[config.mk]
export PLATFORM = sky130hd
export DESIGN_NAME = scope_trigger_top
export DESIGN_NICKNAME = d
export VERILOG_FILES = /design/src/hdl/scope_pkg.sv /design/src/hdl/trig_cfg_if.sv /design/src/hdl/capture_buffer.sv /design/src/hdl/scope_regs.sv /design/src/hdl/scope_trigger_top.sv /design/src/hdl/trigger_unit.sv
export SDC_FILE = /design/constraint.sdc
export NUM_CORES = 1
export LEC_CHECK = 0
export ABC_CLOCK_PERIOD_IN_PS = 5330
export BUFFER_PORTS_ARGS = -buffer_cell sky130_fd_sc_hd__buf_2
export CORE_MARGIN = 2
export CORE_UTILIZATION = 25
export DETAILED_ROUTE_END_ITERATION = 8
export SKIP_CTS_REPAIR_TIMING = 1
export SLEW_MARGIN = 20
export SYNTH_ARGS = -nofsm -noshare
export SYNTH_HDL_FRONTEND = slang
export SYNTH_HIERARCHICAL = 1
export SYNTH_SLANG_ARGS = --single-unit
[constraint.sdc]
create_clock -name adc_clk -period 5.33 [get_ports adc_clk]
set_clock_uncertainty 0.2 [all_clocks]
set_input_delay 1.066 -clock adc_clk [delete_from_list [all_inputs] [get_ports adc_clk]]
set_output_delay 1.066 -clock adc_clk [all_outputs]
set_load 0.01 [all_outputs]
[src/hdl/scope_pkg.sv]
package scope_pkg;

  // host register port
  localparam int addr_w = 4;   // register address bits
  localparam int data_w = 32;  // host word bits

  // adc side
  localparam int sample_w = 10;      // one adc sample
  localparam int capture_depth = 16; // samples per capture, single segment

  // pointer into the capture memory
  localparam int ptr_w = $clog2(capture_depth);

  // index of the final sample in a capture
  localparam logic [ptr_w-1:0] last_ptr = ptr_w'(capture_depth - 1);

  // register map
  localparam logic [addr_w-1:0] addr_ctrl   = 4'h0; // control flags
  localparam logic [addr_w-1:0] addr_offset = 4'h1; // trigger offset in adc cycles

  // control word layout, arm sits in bit 0
  typedef struct packed {
    logic [27:0] reserved;      // unused, writes ignored
    logic        trigger_wait;  // 1 = see inactive level before arming
    logic        trigger_level; // 1 = high/rising, 0 = low/falling
    logic        trigger_now;   // host sets then clears
    logic        arm;           // edge sensitive, toggle low then high to rearm
  } trig_ctrl_t;

  // one host word, two readings
  // ctrl view when the address is addr_ctrl
  // raw view when the address is addr_offset
  typedef union packed {
    trig_ctrl_t              ctrl;
    logic [data_w-1:0]       raw;
  } host_word_u;

endpackage

[src/hdl/trig_cfg_if.sv]
interface trig_cfg_if;

  // decoded trigger setup, all registered in the decoder
  logic                          arm;            // level copy of the arm bit
  logic                          trigger_now;    // raw request, synced downstream
  logic                          trigger_level;  // active level of trigger_i
  logic                          trigger_wait;   // wait for inactive before arming
  logic [scope_pkg::data_w-1:0]  trigger_offset; // cycles from trigger to capture start

  // register side drives
  modport decoder (
    output arm,
    output trigger_now,
    output trigger_level,
    output trigger_wait,
    output trigger_offset
  );

  // execute side only reads
  modport trigger (
    input arm,
    input trigger_now,
    input trigger_level,
    input trigger_wait,
    input trigger_offset
  );

endinterface

[src/hdl/capture_buffer.sv]
module capture_buffer (
  input  logic                            adc_clk,
  input  logic                            reset,

  input  logic [scope_pkg::sample_w-1:0]  adc_data_i,   // live adc samples
  input  logic                            capture_go_i, // first sample this cycle

  // readout stream
  input  logic                            samp_ready_i,
  output logic                            samp_valid_o,
  output logic [scope_pkg::sample_w-1:0]  samp_data_o,

  output logic                            capture_done_o // final transfer accepted
);

  // sample store
  logic [scope_pkg::sample_w-1:0]  mem [scope_pkg::capture_depth];

  logic [scope_pkg::ptr_w-1:0]     wr_ptr;   // next write slot
  logic [scope_pkg::ptr_w-1:0]     rd_ptr;   // slot on the stream
  logic                            filling;  // storing one sample per cycle
  logic                            draining; // streaming out
  logic                            idle;
  logic                            start;    // go seen while idle
  logic                            wr_en;
  logic                            xfer;     // handshake this edge
  logic                            last_wr;
  logic                            last_rd;

  assign idle    = ~filling & ~draining;
  assign start   = idle & capture_go_i;   // go while busy is dropped
  assign wr_en   = start | filling;
  assign last_wr = filling & (wr_ptr == scope_pkg::last_ptr);
  assign xfer    = samp_valid_o & samp_ready_i;
  assign last_rd = (rd_ptr == scope_pkg::last_ptr);

  // memory write
  always_ff @(posedge adc_clk) begin
    if (wr_en) begin
      mem[wr_ptr] <= adc_data_i;
    end
  end

  // write side
  always_ff @(posedge adc_clk) begin
    if (reset) begin
      wr_ptr  <= '0;
      filling <= 1'b0;
    end else if (start) begin
      wr_ptr  <= wr_ptr + 1'b1; // slot 0 taken now
      filling <= 1'b1;
    end else if (last_wr) begin
      wr_ptr  <= '0;
      filling <= 1'b0;
    end else if (filling) begin
      wr_ptr <= wr_ptr + 1'b1;
    end
  end

  // read side starts only once full
  always_ff @(posedge adc_clk) begin
    if (reset) begin
      rd_ptr   <= '0;
      draining <= 1'b0;
    end else if (last_wr) begin
      rd_ptr   <= '0;
      draining <= 1'b1;
    end else if (xfer && last_rd) begin
      rd_ptr   <= '0;
      draining <= 1'b0; // back to idle
    end else if (xfer) begin
      rd_ptr <= rd_ptr + 1'b1;
    end
  end

  // data and valid hold under back-pressure since rd_ptr only moves on xfer
  assign samp_valid_o = draining;
  assign samp_data_o  = mem[rd_ptr];

  // same edge as the final transfer
  assign capture_done_o = xfer & last_rd;

endmodule

[src/hdl/scope_regs.sv]
module scope_regs (
  input  logic                          adc_clk,
  input  logic                          reset,

  // host write port
  input  logic                          reg_valid_i,
  input  logic [scope_pkg::addr_w-1:0]  reg_addr_i,
  input  scope_pkg::host_word_u         reg_data_i,
  output logic                          reg_ready_o,

  // decoded config out
  trig_cfg_if.decoder                   cfg
);

  logic                          ready_q;    // low only in reset
  logic                          wr_en;      // host word accepted this edge
  logic                          sel_ctrl;   // address hits control word
  logic                          sel_offset; // address hits offset word

  // stored control flags
  logic                          arm_q;
  logic                          trig_now_q;
  logic                          level_q;
  logic                          wait_q;

  // stored offset count
  logic [scope_pkg::data_w-1:0]  offset_q;

  // address decode
  assign sel_ctrl   = (reg_addr_i == scope_pkg::addr_ctrl);
  assign sel_offset = (reg_addr_i == scope_pkg::addr_offset);
  assign wr_en      = reg_valid_i & ready_q;

  // ready comes up the cycle after reset drops
  always_ff @(posedge adc_clk) begin
    if (reset) begin
      ready_q <= 1'b0;
    end else begin
      ready_q <= 1'b1;
    end
  end

  assign reg_ready_o = ready_q;

  // control word through the ctrl view
  always_ff @(posedge adc_clk) begin
    if (reset) begin
      arm_q      <= 1'b0;
      trig_now_q <= 1'b0;
      level_q    <= 1'b0;
      wait_q     <= 1'b0;
    end else if (wr_en && sel_ctrl) begin
      arm_q      <= reg_data_i.ctrl.arm;
      trig_now_q <= reg_data_i.ctrl.trigger_now; // level request, host clears it
      level_q    <= reg_data_i.ctrl.trigger_level;
      wait_q     <= reg_data_i.ctrl.trigger_wait;
    end
  end

  // offset word through the raw view
  always_ff @(posedge adc_clk) begin
    if (reset) begin
      offset_q <= '0;
    end else if (wr_en && sel_offset) begin
      offset_q <= reg_data_i.raw;
    end
  end

  // other addresses fall through, word taken and dropped

  // visible to the trigger unit one cycle after the write
  assign cfg.arm            = arm_q;
  assign cfg.trigger_now    = trig_now_q;
  assign cfg.trigger_level  = level_q;
  assign cfg.trigger_wait   = wait_q;
  assign cfg.trigger_offset = offset_q;

endmodule

[src/hdl/scope_trigger_top.sv]
module scope_trigger_top (
  input  logic                            adc_clk,
  input  logic                            reset,

  // host register writes
  input  logic                            reg_valid_i,
  input  logic [scope_pkg::addr_w-1:0]    reg_addr_i,
  input  logic [scope_pkg::data_w-1:0]    reg_data_i,
  output logic                            reg_ready_o,

  // front end
  input  logic                            trigger_i,
  input  logic [scope_pkg::sample_w-1:0]  adc_data_i,

  // status
  output logic                            arm_o,
  output logic                            capture_active_o,
  output logic [31:0]                     trigger_length_o,

  // sample stream
  output logic                            samp_valid_o,
  output logic [scope_pkg::sample_w-1:0]  samp_data_o,
  input  logic                            samp_ready_i
);

  logic capture_go;   // trigger to buffer
  logic capture_done; // buffer back to trigger

  trig_cfg_if cfg_if ();

  scope_regs u_scope_regs (
    .adc_clk     (adc_clk),
    .reset       (reset),
    .reg_valid_i (reg_valid_i),
    .reg_addr_i  (reg_addr_i),
    .reg_data_i  (reg_data_i), // raw bits, union view picked inside
    .reg_ready_o (reg_ready_o),
    .cfg         (cfg_if.decoder)
  );

  trigger_unit u_trigger_unit (
    .adc_clk          (adc_clk),
    .reset            (reset),
    .trigger_i        (trigger_i),
    .cfg              (cfg_if.trigger),
    .capture_done_i   (capture_done),
    .arm_o            (arm_o),
    .capture_active_o (capture_active_o),
    .capture_go_o     (capture_go),
    .trigger_length_o (trigger_length_o)
  );

  capture_buffer u_capture_buffer (
    .adc_clk        (adc_clk),
    .reset          (reset),
    .adc_data_i     (adc_data_i),
    .capture_go_i   (capture_go),
    .samp_ready_i   (samp_ready_i),
    .samp_valid_o   (samp_valid_o),
    .samp_data_o    (samp_data_o),
    .capture_done_o (capture_done)
  );

endmodule

[src/hdl/trigger_unit.sv]
module trigger_unit (
  input  logic                          adc_clk,
  input  logic                          reset,
  input  logic                          trigger_i,        // external trigger, adc_clk aligned

  trig_cfg_if.trigger                   cfg,

  input  logic                          capture_done_i,   // last sample read out
  output logic                          arm_o,            // arm status, ignores conditions
  output logic                          capture_active_o, // high from trigger to done
  output logic                          capture_go_o,     // one cycle, starts storage
  output logic [31:0]                   trigger_length_o  // cycles spent at active level
);

  logic                          arm_dly;          // last cycle's arm bit
  logic                          arm_edge;         // arm rising
  logic                          armed;            // ready to accept trigger
  logic                          reset_arm;        // holds off armed after a trigger
  logic                          resetarm;
  logic [1:0]                    now_sync;         // trigger-now synchronizer
  logic                          now_dly;          // for rising edge detect
  logic                          trigger_now;      // one cycle trigger-now pulse
  logic                          at_level;         // trigger_i at active level
  logic                          fire;             // trigger condition this cycle
  logic                          int_reset_capture;
  logic                          capture_go_start; // offset countdown running
  logic                          triggered;        // blocks a second go per trigger
  logic [scope_pkg::data_w-1:0]  delay_cnt;        // offset counter

  assign at_level = (trigger_i == cfg.trigger_level);
  assign arm_edge = cfg.arm & ~arm_dly;

  always_ff @(posedge adc_clk) begin
    if (reset) begin
      arm_dly <= 1'b0;
    end else begin
      arm_dly <= cfg.arm;
    end
  end

  // two flops then edge detect
  always_ff @(posedge adc_clk) begin
    if (reset) begin
      now_sync <= 2'b00;
      now_dly  <= 1'b0;
    end else begin
      now_sync <= {now_sync[0], cfg.trigger_now};
      now_dly  <= now_sync[1];
    end
  end

  assign trigger_now = now_sync[1] & ~now_dly;
  assign fire        = (at_level & armed) | trigger_now;

  // set on trigger, cleared once host drops arm and capture is over
  always_ff @(posedge adc_clk) begin
    if (reset) begin
      reset_arm <= 1'b0;
    end else if (fire) begin
      reset_arm <= 1'b1;
    end else if (!cfg.arm && !capture_active_o) begin
      reset_arm <= 1'b0;
    end
  end

  assign resetarm = reset | reset_arm;

  // with trigger_wait, the inactive level must be seen first
  always_ff @(posedge adc_clk) begin
    if (resetarm) begin
      armed <= 1'b0;
    end else if (cfg.arm && (!at_level || !cfg.trigger_wait)) begin
      armed <= 1'b1;
    end
  end

  always_ff @(posedge adc_clk) begin
    if (resetarm) begin
      arm_o <= 1'b0;
    end else if (cfg.arm) begin
      arm_o <= 1'b1;
    end
  end

  // done, reset or arm low all end the capture
  assign int_reset_capture = capture_done_i | reset | ~cfg.arm;

  always_ff @(posedge adc_clk) begin
    if (int_reset_capture) begin
      capture_active_o <= 1'b0;
      capture_go_start <= 1'b0;
    end else begin
      if (fire)
        capture_active_o <= 1'b1;
      if (((at_level && (capture_active_o || armed)) || trigger_now) && !triggered)
        capture_go_start <= 1'b1;
      else if (capture_go_o)
        capture_go_start <= 1'b0; // countdown finished
    end
  end

  // rearmed for a new go only after trigger leaves its level
  always_ff @(posedge adc_clk) begin
    if (int_reset_capture) begin
      triggered <= 1'b0;
    end else if (capture_go_start) begin
      triggered <= 1'b1;
    end else if (!at_level) begin
      triggered <= 1'b0;
    end
  end

  // offset delay, counter cleared on arm so a stale count never leaks over
  always_ff @(posedge adc_clk) begin
    if (reset || arm_edge) begin
      delay_cnt    <= '0;
      capture_go_o <= 1'b0;
    end else if (capture_go_o) begin
      capture_go_o <= 1'b0; // single cycle pulse
    end else if (capture_go_start && (delay_cnt == cfg.trigger_offset)) begin
      delay_cnt    <= '0;
      capture_go_o <= 1'b1;
    end else if (capture_go_start) begin
      delay_cnt <= delay_cnt + 1'b1;
    end
  end

  // pulse width in adc cycles, multiple toggles just add up
  always_ff @(posedge adc_clk) begin
    if (reset || arm_edge) begin
      trigger_length_o <= '0;
    end else if (at_level) begin
      trigger_length_o <= trigger_length_o + 32'd1;
    end
  end

endmodule

Word-level counts from Yosys, hierarchy flattened
Memories as Yosys holds them, arrays and structs flattened. A register that Yosys moved wholly into a read port is not among the register bits.
Index checks and enable logic that the tools add are counted.
W data, S select, Z words.
{"block": "word_totals", "regBits": 122, "mem_bits_rw": 160, "input_bits": 51, "word_cells": 101, "mem_count": 1}
{"block": "classes", "add_sub_neg": 4, "eq_ne": 6, "n_mux": 21, "n_bitwise": 20, "n_reduce_logical": 27}
{"memory": "u_capture_buffer.mem", "depth": 16, "width": 10, "rd": 1, "rd_clocked_by_memory_dff": 1, "wr": 1, "line": "capture_buffer.sv:17", "rtl": "logic [scope_pkg::sample_w-1:0] mem [scope_pkg::capture_depth];"}
{"operator": "$add A32 B1 Y32 const B", "n": 2}
{"operator": "$mux W32", "n": 2}
{"operator": "$eq A32 B32 Y1", "n": 1}
{"operator": "$mux W4", "n": 5}
{"operator": "$mux W1", "n": 14}
{"operator": "$reduce_bool A2 Y1", "n": 5}
{"operator": "$and A1 B1 Y1", "n": 9}
{"operator": "$add A4 B1 Y4 const B", "n": 2}
{"operator": "$eq A4 B4 Y1 const B", "n": 2}
{"operator": "$logic_and A1 B1 Y1", "n": 8}
{"operator": "$not A1 Y1", "n": 6}
{"operator": "$logic_not A1 Y1", "n": 5}
{"operator": "$or A1 B1 Y1", "n": 5}
{"operator": "$eq A4 B1 Y1 const B", "n": 1}
{"operator": "$logic_not A4 Y1", "n": 1}
{"operator": "$logic_or A1 B1 Y1", "n": 4}
{"operator": "$reduce_bool A3 Y1", "n": 1}
{"operator": "$reduce_or A3 Y1", "n": 1}
{"operator": "$ne A2 B2 Y1 const B", "n": 1}
{"operator": "$reduce_and A2 Y1", "n": 1}
{"operator": "$reduce_or A2 Y1", "n": 1}
{"operator": "$eq A1 B1 Y1", "n": 1}

Depth between registers and ports, before layout
{"block": "logic_depth", "word_depth": 6, "ltp_mapped": 7, "depth_no_buf": 5}

Modules after synthesis
Netlist, hierarchy kept.
{"module": "capture_buffer", "n_inst": 1, "cells_per_inst": 331, "area_each_um2": 6717.7}
{"module": "trigger_unit", "n_inst": 1, "cells_per_inst": 432, "area_each_um2": 4012.6}
{"module": "scope_regs", "n_inst": 1, "cells_per_inst": 157, "area_each_um2": 1485.2}

Least setup slack after synthesis
Ideal clock, no wire load.
{"block": "synth_path", "path_type": "register to output", "start": "reg with a tool-made name", "end": "out samp_data_o[0] (netlist name)", "t_arrival_ns": 1.373, "required_ns": 4.064, "path_slack_ns": 2.691, "stages_incl_launch_ff": 6, "cell_sequence": "dfxtp_1 > buf_6 > buf_8 > mux4_1 > a22oi_1 > nand2_1"}
{"element": "end, declared", "line": "scope_trigger_top.sv:22", "rtl": "output logic [scope_pkg::sample_w-1:0] samp_data_o,"}

==> parameters.txt <==
Parameter                              Value

Logic synthesis
  Cells after Synth ... 920
  Biggest area contributors in the synthesized netlist ... sky130_fd_sc_hd__edfxtp_1, sky130_fd_sc_hd__dfxtp_1, sky130_fd_sc_hd__mux4_2
  Largest family of logic cells by synthesized area ... simple AND/OR/NAND/NOR gates
  Post-Syn Nets ... 978
  Share of async-settable or async-resettable flops after synthesis ... 0%
  Post-Syn Area per Cell ... 13.28 µm²
  Post-synth EDFFs ... 160
  Synth Cell Area ... 12220 µm²
  Adder-cell area share of the yosys netlist ... less than 1%
  Synthesized flop and latch total ... roughly 290
  Synth Flop Type ... sky130_fd_sc_hd__edfxtp_1
  Fraction of the yosys area taken by sequential cells ... 59.98%
  Fraction of the mapped netlist area in compound gates ... 3.124%
  Xor-xnor portion of the synthesized cell area ... a little over 6%
  Number of distinct library cells after synthesis ... 53
  Number of warning messages in the yosys log ... 6
  Share of the synthesized area in the top cell type ... 39.33%
  Simple-gate share of the synthesized area ... 16.06%
  Most used standard cell by instance count after synthesis ... sky130_fd_sc_hd__edfxtp_1
  Multiplexer share of the synthesized area ... 10.87%
  Ranking of synthesized cells by instance count ... sky130_fd_sc_hd__edfxtp_1, sky130_fd_sc_hd__dfxtp_1, sky130_fd_sc_hd__nand2_1
  Top cell type by total area after synthesis ... sky130_fd_sc_hd__edfxtp_1

Clock network
  CTS Root Buffer Type ... sky130_fd_sc_hd__clkbuf_16
  Skew-Pair Late Insertion Delay ... 560 ps
  CTS sink cnt ... 286
  Clock tree from TritonCTS ... built
  Reg clk slew, reported paths ... 60 ps
  Number of buffers on the longest clock path ... 3
  CTS HTree Levels ... 1
  Clock buffers created by TritonCTS ... 30

Setup path
  Maximum net fanout on the critical path ... 22
  Required time of the critical path ... 4060 ps
  Sequence of cells on the critical path ... buf_4 > mux4_1 > a22oi_1 > nand2_1 > buf_2
  Type of the worst setup path ... reg -> out
  Critical Path Start Type ... flop
  Launch point of the worst reg-to-reg path ... u_scope_regs/cfg.trigger_level
  Internal reg-to-reg setup slack ... between 2000 and 3000 ps
  Maximum single-stage delay on the critical path ... approximately 840 ps
  Data arrival time of the critical path ... about 2900 ps
  Slowest cell on the critical path ... sky130_fd_sc_hd__dfxtp_2
  Critical path endpoint category ... output port

Floorplan
  Core box area ... around 49000 µm²
  Die height ... between 200 and 250 µm
  Die outline area ... 50650 µm²
  Site row count ... between 80 and 90
  Width of the die ... 225.0 µm
  Initial standard-cell utilization of the core ... 25.16%
  # IOs ... 97

Placement
  Detailed Place HPWL ... between 15000 and 20000 µm
  Buffers on Ports ... 96
  Routability congestion estimate ... approximately 0.75
  Worst setup slack after placement ... 1496 ps
  Total instance count after detailed placement ... between 1500 and 2000

Job
  Max Cap Viol ... 0

Timing
  Relative max-transition margin ... between 20% and 30%
  RSZ-0062 raised after global routing ... no
  Final Slew Violations ... 0
  TNS Setup ... 0 ps
  Period utilization ... 77.66%
  Worst Slack Setup Final ... 1191 ps
  Worst Max-Slew Pin Slew ... 1114 ps
  Fmax ... 241.6 MHz
  Post-route minimum period ... ~4100 ps
  Final-report hold violation count ... 0
  Number of setup violations in the final report ... 0

GRT
  Remaining global-route overflow ... 0
  Initial antenna violation count ... 1
  GRT Util Overall ... a little over a tenth
  Pin count of the biggest net entering global routing ... 70
  Via count of the first global-routing pass ... 7424
  First-pass GRT wire length ... 42960 µm

Route
  Via total after detailed routing ... 7334
  1st-pass router iterations ... 4
  Wire length after detailed routing ... ~27000 µm
  Number of routed nets with antenna violations ... 0
  Vias per inst ... 4.437
  Drt wl/cell ... 16.18 µm
  Total DRC errors in the routed layout ... 0
  Number of DRC markers in iteration 0 ... 387

Layout
  Nets ... 1067
  Sequential cell area ... approximately 7300 µm²
  Area of the multi-input gates ... 4539 µm²
  Layout cells sized above 1 ... a little under a quarter
  Filler cell count ... between 4000 and 5000
  Layout area overhead ... 16.16%
  Layout Cells excl Fill ... 1653
  Antenna diode count ... 0

Power and ir drop
  IR drop worst, VDD ... approximately 0.00022 V
  Leak Pwr ... between 4 and 5 nW
  Pwr Density ... a little over 300 nW/µm²

Hold path
  Tightest Hold Check Type ... reg -> reg
  Critical hold path startpoint ... u_trigger_unit/now_sync[0]

Status
  Status ... finished clean
[critical path, delay by kind of cell (launching register included)]
kind | cells | cell delay, ps
and+or+nand+nor | 1 | 90
DFF | 1 | 840
buffers and inverters | 2 | 490
muxes | 1 | 590
AOI/OAI and AO/OA | 1 | 290
[final timing paths]
kind                                         endpoint  cells past startpoint
setup / recovery                       samp_data_o[1]                      5
hold / removal             u_trigger_unit/now_sync[1]                      1
setup reg to reg  u_trigger_unit/trigger_length_o[31]                      5
hold reg to reg            u_trigger_unit/now_sync[1]                      1
[state kept, by name, summed over array words and instances, names as in the netlist, 2 cells and up, named ones only]
name,cells
u_capture_buffer/rd_ptr,4
u_trigger_unit/delay_cnt,32
u_trigger_unit/now_sync,2
u_capture_buffer/mem,160
u_trigger_unit/trigger_length_o,32
u_scope_regs/cfg.trigger_offset,32
u_capture_buffer/wr_ptr,4
[area by class of cell]
| type | instances | share of cell area, % |
|---|---|---|
| flip-flops and latches | 286 | 51.64 |
| multi-input cells | 573 | 31.99 |
| clock buffers | 36 | 5.590 |
| well taps | 622 | 5.485 |
| repair buffers | 103 | 3.756 |
| clock inverters | 18 | 1.129 |
| inverters | 15 | 0.4056 |
[metrics by stage]
step           util (%)  total power [W]  hold WS, ps  area [µm²]
2_1_floorplan         -         0.002421        213.8       12220
3_3_place_gp      27.23         0.002465        250.2       13220
3_5_place_dp      27.23         0.002468        245.6       13220
4_1_cts           29.20         0.004494        259.2       14170
5_1_grt           29.23         0.004587        274.4       14190
6_report          29.23         0.004420        255.3       14190
[kinds of logic after synthesis]
family	count (synthesis)
muxes	77
and+or+nand+nor	339
buffers and inverters	61
adders and majority gates	7
DFF	286
AOI/OAI and AO/OA	64
xor gates and xnor gates	86
[placed cells by master (no fill, tap or decap), drive strengths merged, types with 35 or more instances in the layout]
master  Yosys  layout
xor2       51      51
edfxtp    160     160
xnor2      35      35
dfxtp     126     126
nand2     108     108
mux4       40      40
buf        25     103
mux2i      37      37
nor2       55      55
nor3       48      48
clkbuf     21      36
[power breakdown]
part | total [W] | internal, W | switching [W]
Sequential | 0.00233 | 0.00233 | 0.00000400
Clock | 0.00200 | 0.00115 | 0.000846
Combinational | 0.0000859 | 0.0000267 | 0.0000592
[metal layers]
metal  global-route usage, %  wire (µm)
met3                   2.542       1434
met1                   14.36      12290
met5                       0          9
met2                   17.57      12560
met4                   2.222        447
(Power assumes the default switching activity.)
